<file path="src/logic/cpu_pkg.sv">
package cpu_pkg;

	localparam int DATA_W = 8;
	localparam int ADDR_W = 16;

	// high byte of every zero-page address
	localparam logic [DATA_W-1:0] ZERO_PAGE = 8'h00;
	localparam logic [DATA_W-1:0] STACK_RESET = 8'hFF;

	// bit positions in P, bits 5 to 3 always read 1
	localparam int FLAG_N = 7;
	localparam int FLAG_V = 6;
	localparam int FLAG_I = 2;
	localparam int FLAG_Z = 1;
	localparam int FLAG_C = 0;

	typedef enum logic [2:0] {
		MODE_IMPL,
		MODE_ACCUM,
		MODE_IMM,
		MODE_ZPG,
		MODE_ABS,
		MODE_JMP,
		MODE_REL
	} adr_mode_t;

	typedef enum logic [3:0] {
		ALU_PASS,
		ALU_ADD,
		ALU_SUB,
		ALU_CMP,
		ALU_AND,
		ALU_OR,
		ALU_EOR,
		ALU_INC,
		ALU_DEC,
		ALU_ASL,
		ALU_LSR,
		ALU_ROL,
		ALU_ROR
	} alu_op_t;

	// SEL_MEM as a source is the operand on data_in
	typedef enum logic [2:0] {
		SEL_NONE,
		SEL_A,
		SEL_X,
		SEL_Y,
		SEL_S,
		SEL_MEM
	} reg_sel_t;

	typedef enum logic [2:0] {
		FLAG_NONE,
		FLAG_CLC,
		FLAG_SEC,
		FLAG_CLV,
		FLAG_CLI,
		FLAG_SEI
	} flag_op_t;

	typedef enum logic [2:0] {
		BR_NONE,
		BR_N,
		BR_V,
		BR_C,
		BR_Z
	} branch_cond_t;

endpackage

</file>
<file path="src/logic/cpu_alu.sv">
module cpu_alu (
	input  cpu_pkg::alu_op_t op,
	input  logic [cpu_pkg::DATA_W-1:0] a,
	input  logic [cpu_pkg::DATA_W-1:0] b,
	input  logic carry_in,
	output logic [cpu_pkg::DATA_W-1:0] result,
	output logic neg,
	output logic ov,
	output logic zero,
	output logic carry_out
);
	import cpu_pkg::*;

	logic sub_like;
	logic [DATA_W-1:0] b_eff;
	logic cin_eff;
	logic [DATA_W:0] sum;
	logic [DATA_W-1:0] flag_src;

	// one adder for add, subtract and compare
	assign sub_like = (op == ALU_SUB) || (op == ALU_CMP);
	assign b_eff = sub_like ? ~b : b;
	assign cin_eff = (op == ALU_CMP) ? 1'b1 : carry_in;
	assign sum = {1'b0, a} + {1'b0, b_eff} + {{DATA_W{1'b0}}, cin_eff};

	always_comb
	begin
		result = b;
		carry_out = carry_in;
		ov = 1'b0;
		case (op)
			ALU_ADD, ALU_SUB:
			begin
				result = sum[DATA_W-1:0];
				carry_out = sum[DATA_W];
				// operands alike in sign, result not
				ov = (a[DATA_W-1] == b_eff[DATA_W-1]) && (sum[DATA_W-1] != a[DATA_W-1]);
			end
			ALU_CMP:
			begin
				result = a;
				carry_out = sum[DATA_W];
			end
			ALU_AND: result = a & b;
			ALU_OR: result = a | b;
			ALU_EOR: result = a ^ b;
			ALU_INC: result = b + 1'b1;
			ALU_DEC: result = b - 1'b1;
			ALU_ASL: {carry_out, result} = {b, 1'b0};
			ALU_LSR: {result, carry_out} = {1'b0, b};
			ALU_ROL: {carry_out, result} = {b, carry_in};
			ALU_ROR: {result, carry_out} = {carry_in, b};
			// pass
			default: result = b;
		endcase
	end

	// compare flags come from the difference
	assign flag_src = (op == ALU_CMP) ? sum[DATA_W-1:0] : result;
	assign zero = (flag_src == '0);
	assign neg = flag_src[DATA_W-1];

endmodule

</file>
<file path="src/logic/cpu_decode.sv">
module cpu_decode (
	input  logic [cpu_pkg::DATA_W-1:0] opcode,
	output cpu_pkg::adr_mode_t mode,
	output cpu_pkg::alu_op_t alu_op,
	output cpu_pkg::reg_sel_t src_sel,
	output cpu_pkg::reg_sel_t dst_sel,
	output logic store,
	output logic flag_upd_nz,
	output logic flag_upd_c,
	output logic flag_upd_v,
	output cpu_pkg::flag_op_t flag_op,
	output cpu_pkg::branch_cond_t branch_cond,
	output logic branch_value
);
	import cpu_pkg::*;

	adr_mode_t mem_mode;

	// low two opcode bits pick the register in load/store columns
	function automatic reg_sel_t column_reg(input logic [1:0] bits);
		case (bits)
			2'b01: column_reg = SEL_A;
			2'b10: column_reg = SEL_X;
			default: column_reg = SEL_Y;
		endcase
	endfunction

	// x0, x2 and x9 are immediate, x4 to x6 zero page, xC to xE absolute
	assign mem_mode = opcode[2] ? (opcode[3] ? MODE_ABS : MODE_ZPG) : MODE_IMM;

	always_comb
	begin
		mode = MODE_IMPL;
		alu_op = ALU_PASS;
		src_sel = SEL_NONE;
		dst_sel = SEL_NONE;
		store = 1'b0;
		flag_upd_nz = 1'b0;
		flag_upd_c = 1'b0;
		flag_upd_v = 1'b0;
		flag_op = FLAG_NONE;
		branch_cond = BR_NONE;
		branch_value = 1'b0;
		case (opcode)
			// LDA LDX LDY
			8'hA9, 8'hA5, 8'hAD, 8'hA2, 8'hA6, 8'hAE, 8'hA0, 8'hA4, 8'hAC:
			begin
				mode = mem_mode;
				src_sel = SEL_MEM;
				dst_sel = column_reg(opcode[1:0]);
				flag_upd_nz = 1'b1;
			end
			// STA STX STY
			8'h85, 8'h8D, 8'h86, 8'h8E, 8'h84, 8'h8C:
			begin
				mode = mem_mode;
				src_sel = column_reg(opcode[1:0]);
				store = 1'b1;
			end
			// ORA AND EOR ADC SBC, operation in the top three bits
			8'h09, 8'h05, 8'h0D, 8'h29, 8'h25, 8'h2D, 8'h49, 8'h45, 8'h4D,
			8'h69, 8'h65, 8'h6D, 8'hE9, 8'hE5, 8'hED:
			begin
				mode = mem_mode;
				src_sel = SEL_MEM;
				dst_sel = SEL_A;
				flag_upd_nz = 1'b1;
				flag_upd_c = (opcode[6:5] == 2'b11);
				flag_upd_v = (opcode[6:5] == 2'b11);
				case (opcode[7:5])
					3'b000: alu_op = ALU_OR;
					3'b001: alu_op = ALU_AND;
					3'b010: alu_op = ALU_EOR;
					3'b011: alu_op = ALU_ADD;
					default: alu_op = ALU_SUB;
				endcase
			end
			// CMP against memory, CPX and CPY put the index on the a side
			8'hC9, 8'hC5, 8'hCD, 8'hE0, 8'hE4, 8'hEC, 8'hC0, 8'hC4, 8'hCC:
			begin
				mode = mem_mode;
				alu_op = ALU_CMP;
				flag_upd_nz = 1'b1;
				flag_upd_c = 1'b1;
				if (opcode[0])
					src_sel = SEL_MEM;
				else if (opcode[5])
					src_sel = SEL_X;
				else
					src_sel = SEL_Y;
			end
			// ASL ROL LSR ROR on A
			8'h0A, 8'h2A, 8'h4A, 8'h6A:
			begin
				mode = MODE_ACCUM;
				src_sel = SEL_A;
				dst_sel = SEL_A;
				flag_upd_nz = 1'b1;
				flag_upd_c = 1'b1;
				case (opcode[6:5])
					2'b00: alu_op = ALU_ASL;
					2'b01: alu_op = ALU_ROL;
					2'b10: alu_op = ALU_LSR;
					default: alu_op = ALU_ROR;
				endcase
			end
			// register steps and transfers
			8'hE8, 8'hC8, 8'hCA, 8'h88, 8'hAA, 8'h8A, 8'hA8, 8'h98, 8'hBA, 8'h9A:
			begin
				// TXS is the only one that keeps N and Z
				flag_upd_nz = (opcode != 8'h9A);
				case (opcode)
					8'hE8, 8'hC8: alu_op = ALU_INC;
					8'hCA, 8'h88: alu_op = ALU_DEC;
					default: alu_op = ALU_PASS;
				endcase
				case (opcode)
					8'hAA, 8'hA8: src_sel = SEL_A;
					8'hC8, 8'h88, 8'h98: src_sel = SEL_Y;
					8'hBA: src_sel = SEL_S;
					default: src_sel = SEL_X;
				endcase
				case (opcode)
					8'h8A, 8'h98: dst_sel = SEL_A;
					8'hC8, 8'h88, 8'hA8: dst_sel = SEL_Y;
					8'h9A: dst_sel = SEL_S;
					default: dst_sel = SEL_X;
				endcase
			end
			8'h18: flag_op = FLAG_CLC;
			8'h38: flag_op = FLAG_SEC;
			8'hB8: flag_op = FLAG_CLV;
			8'h58: flag_op = FLAG_CLI;
			8'h78: flag_op = FLAG_SEI;
			// branches, flag in bits 7:6 and wanted value in bit 5
			8'h10, 8'h30, 8'h50, 8'h70, 8'h90, 8'hB0, 8'hD0, 8'hF0:
			begin
				mode = MODE_REL;
				branch_value = opcode[5];
				case (opcode[7:6])
					2'b00: branch_cond = BR_N;
					2'b01: branch_cond = BR_V;
					2'b10: branch_cond = BR_C;
					default: branch_cond = BR_Z;
				endcase
			end
			8'h4C: mode = MODE_JMP;
			// NOP and every unknown opcode keep the defaults
			default:
				mode = MODE_IMPL;
		endcase
	end

endmodule

</file>
<file path="src/logic/cpu_sequencer.sv">
module cpu_sequencer #(
	parameter logic [cpu_pkg::ADDR_W-1:0] RESET_VECTOR = 16'h0200
) (
	input  logic clk,
	input  logic reset_routine,
	input  logic [cpu_pkg::DATA_W-1:0] data_in,
	input  cpu_pkg::adr_mode_t mode,
	input  logic store,
	input  cpu_pkg::branch_cond_t branch_cond,
	input  logic branch_value,
	input  logic [cpu_pkg::DATA_W-1:0] p,
	output logic [cpu_pkg::DATA_W-1:0] opcode,
	output logic [cpu_pkg::ADDR_W-1:0] adr,
	output logic rw,
	output logic sync,
	output logic exec
);
	import cpu_pkg::*;

	typedef enum logic [2:0] {
		ST_BOOT,
		ST_FETCH,
		ST_OP1,
		ST_OP2,
		ST_OP3
	} state_t;

	state_t state;
	logic [ADDR_W-1:0] pc;
	logic [ADDR_W-1:0] pc_inc;
	logic [ADDR_W-1:0] branch_target;
	logic [DATA_W-1:0] adr_low;
	logic flag_sel;
	logic taken;

	assign pc_inc = pc + 1'b1;
	// offset counts from the instruction after the branch
	assign branch_target = pc_inc + {{(ADDR_W-DATA_W){data_in[DATA_W-1]}}, data_in};

	always_comb
	begin
		case (branch_cond)
			BR_N: flag_sel = p[FLAG_N];
			BR_V: flag_sel = p[FLAG_V];
			BR_C: flag_sel = p[FLAG_C];
			BR_Z: flag_sel = p[FLAG_Z];
			// never matches, so no branch
			default: flag_sel = ~branch_value;
		endcase
	end

	assign taken = (flag_sel == branch_value);
	assign sync = (state == ST_FETCH);

	// operand cycle of each data-handling mode
	always_comb
	begin
		case (state)
			ST_OP1: exec = (mode == MODE_IMPL) || (mode == MODE_ACCUM) || (mode == MODE_IMM);
			ST_OP2: exec = (mode == MODE_ZPG);
			ST_OP3: exec = (mode == MODE_ABS);
			default: exec = 1'b0;
		endcase
	end

	always_ff @(posedge clk)
	begin
		if (state == ST_FETCH)
			opcode <= data_in;
		if (state == ST_OP1)
			adr_low <= data_in;
	end

	// adr and rw are set one edge ahead of the cycle they describe
	always_ff @(posedge clk)
	begin
		if (reset_routine)
		begin
			state <= ST_BOOT;
			pc <= RESET_VECTOR;
			adr <= RESET_VECTOR;
			rw <= 1'b1;
		end
		else
		begin
			case (state)
				ST_FETCH:
				begin
					pc <= pc_inc;
					adr <= pc_inc;
					state <= ST_OP1;
				end
				ST_OP1:
					case (mode)
						MODE_IMM:
						begin
							pc <= pc_inc;
							adr <= pc_inc;
							state <= ST_FETCH;
						end
						MODE_ZPG:
						begin
							pc <= pc_inc;
							adr <= {ZERO_PAGE, data_in};
							rw <= ~store;
							state <= ST_OP2;
						end
						MODE_ABS, MODE_JMP:
						begin
							pc <= pc_inc;
							adr <= pc_inc;
							state <= ST_OP2;
						end
						MODE_REL:
						begin
							adr <= pc_inc;
							if (taken)
							begin
								pc <= branch_target;
								state <= ST_OP2;
							end
							else
							begin
								pc <= pc_inc;
								state <= ST_FETCH;
							end
						end
						// implied and accumulator, byte after opcode not consumed
						default:
						begin
							adr <= pc;
							state <= ST_FETCH;
						end
					endcase
				ST_OP2:
					case (mode)
						MODE_ABS:
						begin
							pc <= pc_inc;
							adr <= {data_in, adr_low};
							rw <= ~store;
							state <= ST_OP3;
						end
						MODE_JMP:
						begin
							pc <= {data_in, adr_low};
							adr <= {data_in, adr_low};
							state <= ST_FETCH;
						end
						// end of zero-page access or taken branch
						default:
						begin
							rw <= 1'b1;
							adr <= pc;
							state <= ST_FETCH;
						end
					endcase
				// boot and end of absolute access
				default:
				begin
					rw <= 1'b1;
					adr <= pc;
					state <= ST_FETCH;
				end
			endcase
		end
	end

endmodule

</file>
<file path="src/logic/cpu_datapath.sv">
module cpu_datapath (
	input  logic clk,
	input  logic reset_routine,
	input  logic exec,
	input  logic [cpu_pkg::DATA_W-1:0] data_in,
	input  cpu_pkg::alu_op_t alu_op,
	input  cpu_pkg::reg_sel_t src_sel,
	input  cpu_pkg::reg_sel_t dst_sel,
	input  logic flag_upd_nz,
	input  logic flag_upd_c,
	input  logic flag_upd_v,
	input  cpu_pkg::flag_op_t flag_op,
	output logic [cpu_pkg::DATA_W-1:0] data_out,
	output logic [cpu_pkg::DATA_W-1:0] p,
	output logic [cpu_pkg::DATA_W-1:0] dbg_a,
	output logic [cpu_pkg::DATA_W-1:0] dbg_x,
	output logic [cpu_pkg::DATA_W-1:0] dbg_y,
	output logic [cpu_pkg::DATA_W-1:0] dbg_s,
	output logic [cpu_pkg::DATA_W-1:0] dbg_p
);
	import cpu_pkg::*;

	logic [DATA_W-1:0] a_reg;
	logic [DATA_W-1:0] x_reg;
	logic [DATA_W-1:0] y_reg;
	logic [DATA_W-1:0] s_reg;
	logic flag_n;
	logic flag_v;
	logic flag_i;
	logic flag_z;
	logic flag_c;

	logic [DATA_W-1:0] src_val;
	logic cmp_index;
	logic [DATA_W-1:0] alu_a;
	logic [DATA_W-1:0] alu_b;
	logic [DATA_W-1:0] alu_result;
	logic alu_neg;
	logic alu_ov;
	logic alu_zero;
	logic alu_carry;

	always_comb
	begin
		case (src_sel)
			SEL_A: src_val = a_reg;
			SEL_X: src_val = x_reg;
			SEL_Y: src_val = y_reg;
			SEL_S: src_val = s_reg;
			SEL_MEM: src_val = data_in;
			default: src_val = '0;
		endcase
	end

	// CPX and CPY compare the index against the operand
	assign cmp_index = (alu_op == ALU_CMP) && ((src_sel == SEL_X) || (src_sel == SEL_Y));
	assign alu_a = cmp_index ? src_val : a_reg;
	assign alu_b = cmp_index ? data_in : src_val;

	cpu_alu alu (
		.op(alu_op),
		.a(alu_a),
		.b(alu_b),
		.carry_in(flag_c),
		.result(alu_result),
		.neg(alu_neg),
		.ov(alu_ov),
		.zero(alu_zero),
		.carry_out(alu_carry)
	);

	always_comb
	begin
		p = '1;
		p[FLAG_N] = flag_n;
		p[FLAG_V] = flag_v;
		p[FLAG_I] = flag_i;
		p[FLAG_Z] = flag_z;
		p[FLAG_C] = flag_c;
	end

	always_ff @(posedge clk)
	begin
		if (reset_routine)
		begin
			a_reg <= '0;
			x_reg <= '0;
			y_reg <= '0;
			s_reg <= STACK_RESET;
			flag_n <= 1'b0;
			flag_v <= 1'b0;
			flag_i <= 1'b1;
			flag_z <= 1'b0;
			flag_c <= 1'b0;
		end
		else if (exec)
		begin
			case (dst_sel)
				SEL_A: a_reg <= alu_result;
				SEL_X: x_reg <= alu_result;
				SEL_Y: y_reg <= alu_result;
				SEL_S: s_reg <= alu_result;
				default: ;
			endcase
			if (flag_upd_nz)
			begin
				flag_n <= alu_neg;
				flag_z <= alu_zero;
			end
			if (flag_upd_c)
				flag_c <= alu_carry;
			if (flag_upd_v)
				flag_v <= alu_ov;
			// explicit flag instructions
			case (flag_op)
				FLAG_CLC: flag_c <= 1'b0;
				FLAG_SEC: flag_c <= 1'b1;
				FLAG_CLV: flag_v <= 1'b0;
				FLAG_CLI: flag_i <= 1'b0;
				FLAG_SEI: flag_i <= 1'b1;
				default: ;
			endcase
		end
	end

	// store data is the named register
	assign data_out = src_val;

	assign dbg_a = a_reg;
	assign dbg_x = x_reg;
	assign dbg_y = y_reg;
	assign dbg_s = s_reg;
	assign dbg_p = p;

endmodule

</file>
<file path="src/logic/cpu_top.sv">
module cpu_top #(
	parameter logic [cpu_pkg::ADDR_W-1:0] RESET_VECTOR = 16'h0200
) (
	input  logic clk,
	input  logic reset_routine,
	input  logic [cpu_pkg::DATA_W-1:0] data_in,
	output logic [cpu_pkg::ADDR_W-1:0] adr,
	output logic [cpu_pkg::DATA_W-1:0] data_out,
	output logic rw,
	output logic sync,
	output logic [cpu_pkg::DATA_W-1:0] dbg_a,
	output logic [cpu_pkg::DATA_W-1:0] dbg_x,
	output logic [cpu_pkg::DATA_W-1:0] dbg_y,
	output logic [cpu_pkg::DATA_W-1:0] dbg_s,
	output logic [cpu_pkg::DATA_W-1:0] dbg_p
);
	import cpu_pkg::*;

	// opcode register out of the sequencer
	logic [DATA_W-1:0] opcode;

	// decoded controls
	adr_mode_t mode;
	alu_op_t alu_op;
	reg_sel_t src_sel;
	reg_sel_t dst_sel;
	logic store;
	logic flag_upd_nz;
	logic flag_upd_c;
	logic flag_upd_v;
	flag_op_t flag_op;
	branch_cond_t branch_cond;
	logic branch_value;

	// sequencer to datapath and back
	logic exec;
	logic [DATA_W-1:0] p;

	// all wire names match the port names
	cpu_decode decode (.*);

	cpu_sequencer #(
		.RESET_VECTOR(RESET_VECTOR)
	) sequencer (.*);

	cpu_datapath datapath (.*);

endmodule

</file>
<file path="config.mk">
export PLATFORM = sky130hd
export DESIGN_NAME = cpu_top
export DESIGN_NICKNAME = d
export VERILOG_FILES = /design/src/logic/cpu_pkg.sv /design/src/logic/cpu_alu.sv /design/src/logic/cpu_decode.sv /design/src/logic/cpu_sequencer.sv /design/src/logic/cpu_datapath.sv /design/src/logic/cpu_top.sv
export SDC_FILE = /design/constraint.sdc
export NUM_CORES = 1
export LEC_CHECK = 0
export BUFFER_PORTS_ARGS = -buffer_cell sky130_fd_sc_hd__buf_2
export CORE_ASPECT_RATIO = 1.25
export CORE_MARGIN = 2
export CORE_UTILIZATION = 60
export CTS_BUF_LIST = sky130_fd_sc_hd__clkbuf_4
export DETAILED_ROUTE_END_ITERATION = 12
export PLACE_DENSITY_LB_ADDON = 0.12
export SYNTH_ARGS = -nofsm -noshare
export SYNTH_HDL_FRONTEND = slang
export SYNTH_SLANG_ARGS = --single-unit
</file>
<file path="constraint.sdc">
create_clock -name clk -period 6.6 [get_ports clk]
set_input_delay 0.99 -clock clk [delete_from_list [all_inputs] [get_ports clk]]
set_output_delay 0.99 -clock clk [all_outputs]
set_load 0.005 [all_outputs]
</file>
Word level (Yosys, flattened, before mapping) --
Cells that the tools add are included.
Storage, ports and cells: output and inout port bits 66, flip-flop bits (word level) 89, input bits 10, word-level logic and storage cells 257
Cells by class: add/subtract/negate cells 6, mux-type cells 52, eq/ne operators 125, bitwise logic cells 7, reductions and logical operators 52
Operators by type and width (count):
- equality test 8 bit, second input constant | 42
- equality test 8 x 7 -> 1 bit, second input constant | 13
- one-hot mux 16 bit (2 select lines) | 3
- one-hot mux 16 bit (3 select lines) | 2
- one-hot mux 8 bit (11 select lines) | 1
- one-hot mux 3 bit (3 select lines) | 6
- equality test 8 x 6 -> 1 bit, second input constant | 6
- equality test 3 x 2 -> 1 bit, second input constant | 14
- one-hot mux 8 bit (5 select lines) | 1
- OR reduction 39 bit | 1
- OR reduction 37 bit | 1
- 2-to-1 mux 16 bit | 2
- 2-to-1 mux 8 bit | 4
- equality test 3 bit, second input constant | 10
- one-hot mux 3 bit (5 select lines) | 2
- equality test 8 x 4 -> 1 bit, second input constant | 3
- one-hot mux 3 bit (4 select lines) | 2
- OR reduction 24 bit | 1
- equality test 3 x 1 -> 1 bit, second input constant | 7
- equality test 4 bit, second input constant | 5
- OR reduction 19 bit | 1
- OR reduction 9 bit | 2
- adder 16 x 1 -> 16 bit, second input constant | 1
- adder 16 bit | 1
- other kinds (51) | 111

Depth between registers and ports, before layout --
word-level depth 17, depth in mapped cells 26, gate-level depth less buffers 24

Modules after synthesis --
From an unflattened synthesis, not the netlist that was laid out.
Second synthesis, totals: cell total of the unflattened synthesis 1159, area total of the unflattened synthesis 8854.7 um^2
By module, submodules not included:
- cpu_sequencer | instances 1, seq. area each 1201.2 um^2, cells each 464, area each 3848.7 um^2
- cpu_datapath | instances 1, seq. area each 740.7 um^2, cells each 271, area each 2157.1 um^2
- cpu_alu | instances 1, seq. area each 0.0 um^2, cells each 290, area each 1999.4 um^2
- cpu_decode | instances 1, seq. area each 0.0 um^2, cells each 134, area each 849.6 um^2

Worst setup path before layout --
OpenSTA, ideal clock, no wires.
path type register to register, from register sequencer.opcode[6] (netlist bit), to register datapath.flag_z, clock period less this slack 5.726 ns, stages on the path, launching flop included 26, data arrival time 5.639 ns, buffers on the path 1, data required time 6.514 ns, setup slack 0.874 ns, library setup time 0.086 ns, cells stage by stage edfxtp_1 inv_1 ha_1 clkbuf_1 a211oi_1 o32a_1 o21ai_0 nor3b_2 mux2_2 a22oi_2 inv_1 mux2i_1 xnor2_1 fa_1 fa_1 nor2b_1 o31a_1 o31ai_1 o311ai_0 maj3_1 nor2_1 nor3_1 a41oi_1 a2111oi_2 nand3_1 a221oi_2
Between the ends: elaborated cells on any way between the ends 137, classes of those cells add/sub (4); eq/ne (89); mux (16); bitwise (4); reduce/logical (24)
RTL lines:
- from (decl) | line cpu_sequencer.sv:12 | output logic [cpu_pkg::DATA_W-1:0] opcode,
- from (signal assigned) | line cpu_sequencer.sv:69 | opcode <= data_in;
- equality test 8 bit | line cpu_decode.sv:44, cpu_decode.sv:117
- OR reduction 3 bit or OR reduction 2 bit (tied branches) | line cpu_decode.sv:117 | case (opcode)
- one-hot mux 3 bit (3 select lines) | line cpu_decode.sv:117
- one-hot mux 3 bit (5 select lines) (*) | line cpu_decode.sv:44 | case (opcode)
- equality test 3 bit (tied with other cells) | line cpu_datapath.sv:45 | case (src_sel)
- one-hot mux 8 bit (5 select lines) (*) | line cpu_datapath.sv:45
- via data_out (one bit) | line cpu_top.sv:8 | output logic [cpu_pkg::DATA_W-1:0] data_out,
- 2-to-1 mux 8 bit | line cpu_datapath.sv:58 | assign alu_b = cmp_index ? data_in : src_val;
- inverter 8 bit | line cpu_alu.sv:22 | assign b_eff = sub_like ? ~b : b;
- 2-to-1 mux 8 bit | line cpu_alu.sv:22
- adder 8 x 8 -> 9 bit | line cpu_alu.sv:24 | assign sum = {1'b0, a} + {1'b0, b_eff} + {{DATA_W{1'b0}}, cin_eff};
- adder 9 x 1 -> 9 bit | line cpu_alu.sv:24
- one-hot mux 8 bit (11 select lines) | line cpu_alu.sv:31 | case (op)
- 2-to-1 mux 8 bit (*) | line cpu_alu.sv:59 | assign flag_src = (op == ALU_CMP) ? sum[DATA_W-1:0] : result;
- logical NOT 8 bit (*) | line cpu_alu.sv:60 | assign zero = (flag_src == '0);
- to (signal assigned) | line cpu_datapath.sv:108 | flag_z <= alu_zero;
- to (decl) | line cpu_datapath.sv:30 | logic flag_z;
Mark *: on every way through the listed nets, which the timed path passes. The rest lies on a longest branch. A chain may end at the register's enable or synchronous reset.

Worst setup path in the final report --
from register sequencer.opcode[7] (netlist bit), to register datapath.y_reg[6] (netlist: datapath.dbg_y[6])
Between the ends: cells in the longest elaborated chain, start to end 13, elaborated cells on any way between the ends 135, classes of those cells add/sub (4); eq/ne (87); mux (15); bitwise (4); reduce/logical (25)
Ends and longest elaborated chain:
- branches (longest 13 deep; another with adder 8 x 8 -> 9 bit)
- to (signal assigned) | line cpu_datapath.sv:101 | SEL_Y: y_reg <= alu_result;
- to (decl) | line cpu_datapath.sv:25 | logic [DATA_W-1:0] y_reg;
Several ways; the timed one is not identified.

==> flow_summary.ini <==
[status]
status = complete, no violations

[pwr]
power_frac_seq_pct = 38.9
p_per_area_nw_per_um2 = 161
p_switching_mw = 0.613
comb_power_share_pct = 35.0
switching_share_pct = 38.5
clkPwrFrac_pct = 26.1
internal-power_mw = 0.980
peakVddDrop_uv = 116
leakage_nw = 4.04

[logic_synthesis]
syn_area_sq_um = 9070
synth_cell_types = 103
avgSynthCellArea_sq_um = 7.38
synth_mux_area_share_pct = 3.70
synth_ff_type = dfxtp_1
ys_ff_latch = 89
synth_compound_area_share_pct = 31.5
async_flop_share_pct = 0
synth_top_family_by_area = compound AO/OA/AOI/OAI gates
synth_fa_ha_area_share_pct = 8.52
synth_edf_count = 16
ys_warn_count = 0
ys_seq_area_share_pct = 21.4
syn_inst = 1229
yosys.area_share.simple_pct = 23.8
synth_xor_area_share_pct = 4.15

[timing]
worst_slew_pin_slew_ns = 1.08
hold_ws_ns = 0.502
fmax_mhz = 160
timing.final.crit_share_pct = 94.6
setup_violations = 0
slew_viol_final = 0
fin_worst_skew_ns = 0.0172
rsz0062_at_grt = false
final_hold_viol_count = 0
maxSlewHeadroom_pct = 27.3
fin_crit_ns = 6.24
tns_ns = 0

[place]
place_inst = 1447
place.detailed.hpwl_mm = 25.1
gp_congestion = 1.08
io_buffers = 72

[critical_path]
cp-end-kind = register
crit_slowest_cell = a2111oi_4
slowest_delay_ns = 0.51
path_common_cell = fa_1
path_buf_inv = 2
path_delay_family = compound AO/OA/AOI/OAI gates
timing.setup.critical_path_class = register to register
ff2ff_setup_slack_ns = 0.36
cp_max_fo = 19
worst_setup_path_start_kind = register
cp.arrival_ns = 6.67
cp.required_ns = 7.03
crit_chain = inv_1 > ha_1 > a211oi_2 > or4_4 > o22a_4 > a2111oi_4 > nand2_4 > mux2i_1 > xnor2_1 > fa_1 > fa_1 > nor2b_1 > o31a_1 > or4_1 > o311ai_0 > maj3_1 > nor2_1 > nor3_1 > a41oi_1 > buf_4 > nand2_1 > a21oi_1

[clocking]
clk_latency_ns = 0.49
cts_tree = built
cts_made_buffers = 9
path_clk_slew_ns = 0.16
hold_buffers = 0
cts_sinks = 89
post_cts_resized = 0
cts.path.max_buffers = 2
post-cts-setup-buffer-count = 0
cts_root_buf = clkbuf_4
cts_max_level = 3

[layout]
syn_to_final_growth_pct = 8.73
fin_cells = 1464
nets = 1343
drive_gt1_share_pct = 14.1

[floorplan]
die_w_um = 114
rows = 50
design.core.area_sq_um = 14900
die-area_sq_um = 16100
io_pins = 76
die_h_um = 141
start_util_pct = 60.9

[route]
dr_wl_met3_mm = 3.02
dr_wl_met2_mm = 16.4
wl_per_cell_um = 23.5
m1WireLength_mm = 12.1
avgViaCountPerCell = 7.00
drt.antenna.violating_nets = 0
drc = 0
maxUsedRoutingLayer = met4
first_iter_violations = 1141
vias = 10242
drt_first_pass_iters = 7
routed_wl_mm = 34.3

[run]
maxCapViolCount = 0

[global_route]
grt_max_degree = 65
antenna_found_initial = 1
grt-ovfl-total = 0
grt_pass1_vias = 9999
grt_pass1_wl_mm = 53.8
grt.total_usage_pct = 42.7

[worst_hold_path]
hp-class = register to register
-- final cells by class --
cell class | instances | area (sq um)
Antenna cell | 1 | 2.50
Clock buffer | 9 | 67.6
Tap cell | 182 | 228
Multi-Input combinational cell | 993 | 6530
Timing Repair Buffer | 123 | 743
Inverter | 60 | 225
Clock inverter | 7 | 124
Sequential cell | 89 | 1940
Fill cell | 1387 | 5030
-- worst register-to-register path, stage by stage (launching register included) --
cell       delay (ns)
edfxtp_1         0.50
inv_1            0.13
ha_1             0.37
a211oi_2         0.14
or4_4            0.47
o22a_4           0.30
a2111oi_4        0.51
nand2_4          0.24
mux2i_1          0.47
xnor2_1          0.16
fa_1             0.45
fa_1             0.41
nor2b_1          0.16
o31a_1           0.17
or4_1            0.11
o311ai_0         0.20
maj3_1           0.40
nor2_1           0.17
nor3_1           0.10
a41oi_1          0.33
buf_4            0.20
nand2_1          0.05
a21oi_1          0.13
-- final timing paths --
check | start | end | depth (start not counted)
worst max-delay path | sequencer.opcode[7] | datapath.dbg_y[6] | 22
worst min-delay path | datapath.dbg_y[1] | datapath.dbg_y[1] | 2
worst max register to register | sequencer.opcode[7] | datapath.dbg_y[6] | 22
worst min register to register | datapath.dbg_y[1] | datapath.dbg_y[1] | 2
-- cell families after synthesis --
family                     count (synthesis)
other                                      1
adders and majority gates                 60
xor gates and xnor gates                  43
and+or+nand+nor                          455
muxes                                     33
DFF                                       89
buffers and inverters                    149
AOI/OAI and AO/OA                        399
-- cells in the mapped netlist (24+ instances only) --
library cell | number | area share [%]
mux2i_1 | 29 | 3.2
ha_1 | 53 | 7.3
dfxtp_1 | 73 | 16
xnor2_1 | 28 | 2.7
nor2_1 | 126 | 5.2
clkbuf_1 | 58 | 2.4
nand3_1 | 51 | 2.8
nor3_1 | 38 | 2.1
a21oi_1 | 72 | 4.0
nand2_1 | 144 | 6.0
o21ai_0 | 71 | 3.9
o211ai_1 | 24 | 2.0
inv_1 | 56 | 2.3
-- cells in the final DEF (no fill, tap or decap), types with 13 or more instances in the layout --
cell type,instances
ha_1,51
nor3_1,38
buf_2,72
edfxtp_1,16
xor2_1,15
nand3_1,51
inv_1,56
o31ai_1,13
o21a_1,15
a31oi_1,23
o211ai_1,24
and3_1,13
a211oi_1,19
xnor2_1,28
dfxtp_1,73
o21ai_0,71
nor2_1,126
mux2i_1,29
a21oi_1,72
buf_4,51
nand2_1,144
-- power groups by stage --
stage                     Sequential, mW  Clock [mW]  Combinational, mW
final                              0.619       0.416              0.558
after global routing               0.623       0.438              0.601
after CTS                          0.617       0.420              0.539
after detailed placement           0.628           0              0.536
after global placement             0.628           0              0.529
after floorplan                    0.607           0              0.394
-- flip-flops by register name, indices dropped and copies added (netlist names) --
name and flops:
datapath.flag_c 1, sequencer.adr_low 8, sequencer.adr 16, sequencer.opcode 8, sequencer.state 3, datapath.dbg_a 8
datapath.flag_z 1, datapath.flag_v 1, sequencer.pc 16, datapath.dbg_y 8, datapath.dbg_s 8, datapath.dbg_x 8
sequencer.rw 1, datapath.flag_n 1, datapath.flag_i 1
-- stage by stage --
stage                     power [mW]  worst slack, ns  instance area [sq um]  util [%]
after floorplan                 1.00            0.874                   9080         -
after global placement          1.16            0.547                   9650      64.8
after detailed placement        1.16            0.489                   9650      64.8
after CTS                       1.58            0.443                   9840      66.1
after global routing            1.66          0.00296                   9860      66.2
final                           1.59            0.359                   9860      66.2
-- routing by layer --
| metal | track usage, % | up-vias |
|---|---|---|
| li1 | - | 4660 |
| met1 | 48.2 | 4728 |
| met2 | 72.1 | 638 |
| met3 | 7.52 | 216 |
| met4 | 30.6 | 0 |
| met5 | 0 | - |
No activity file was read; power rests on OpenSTA's default activity.
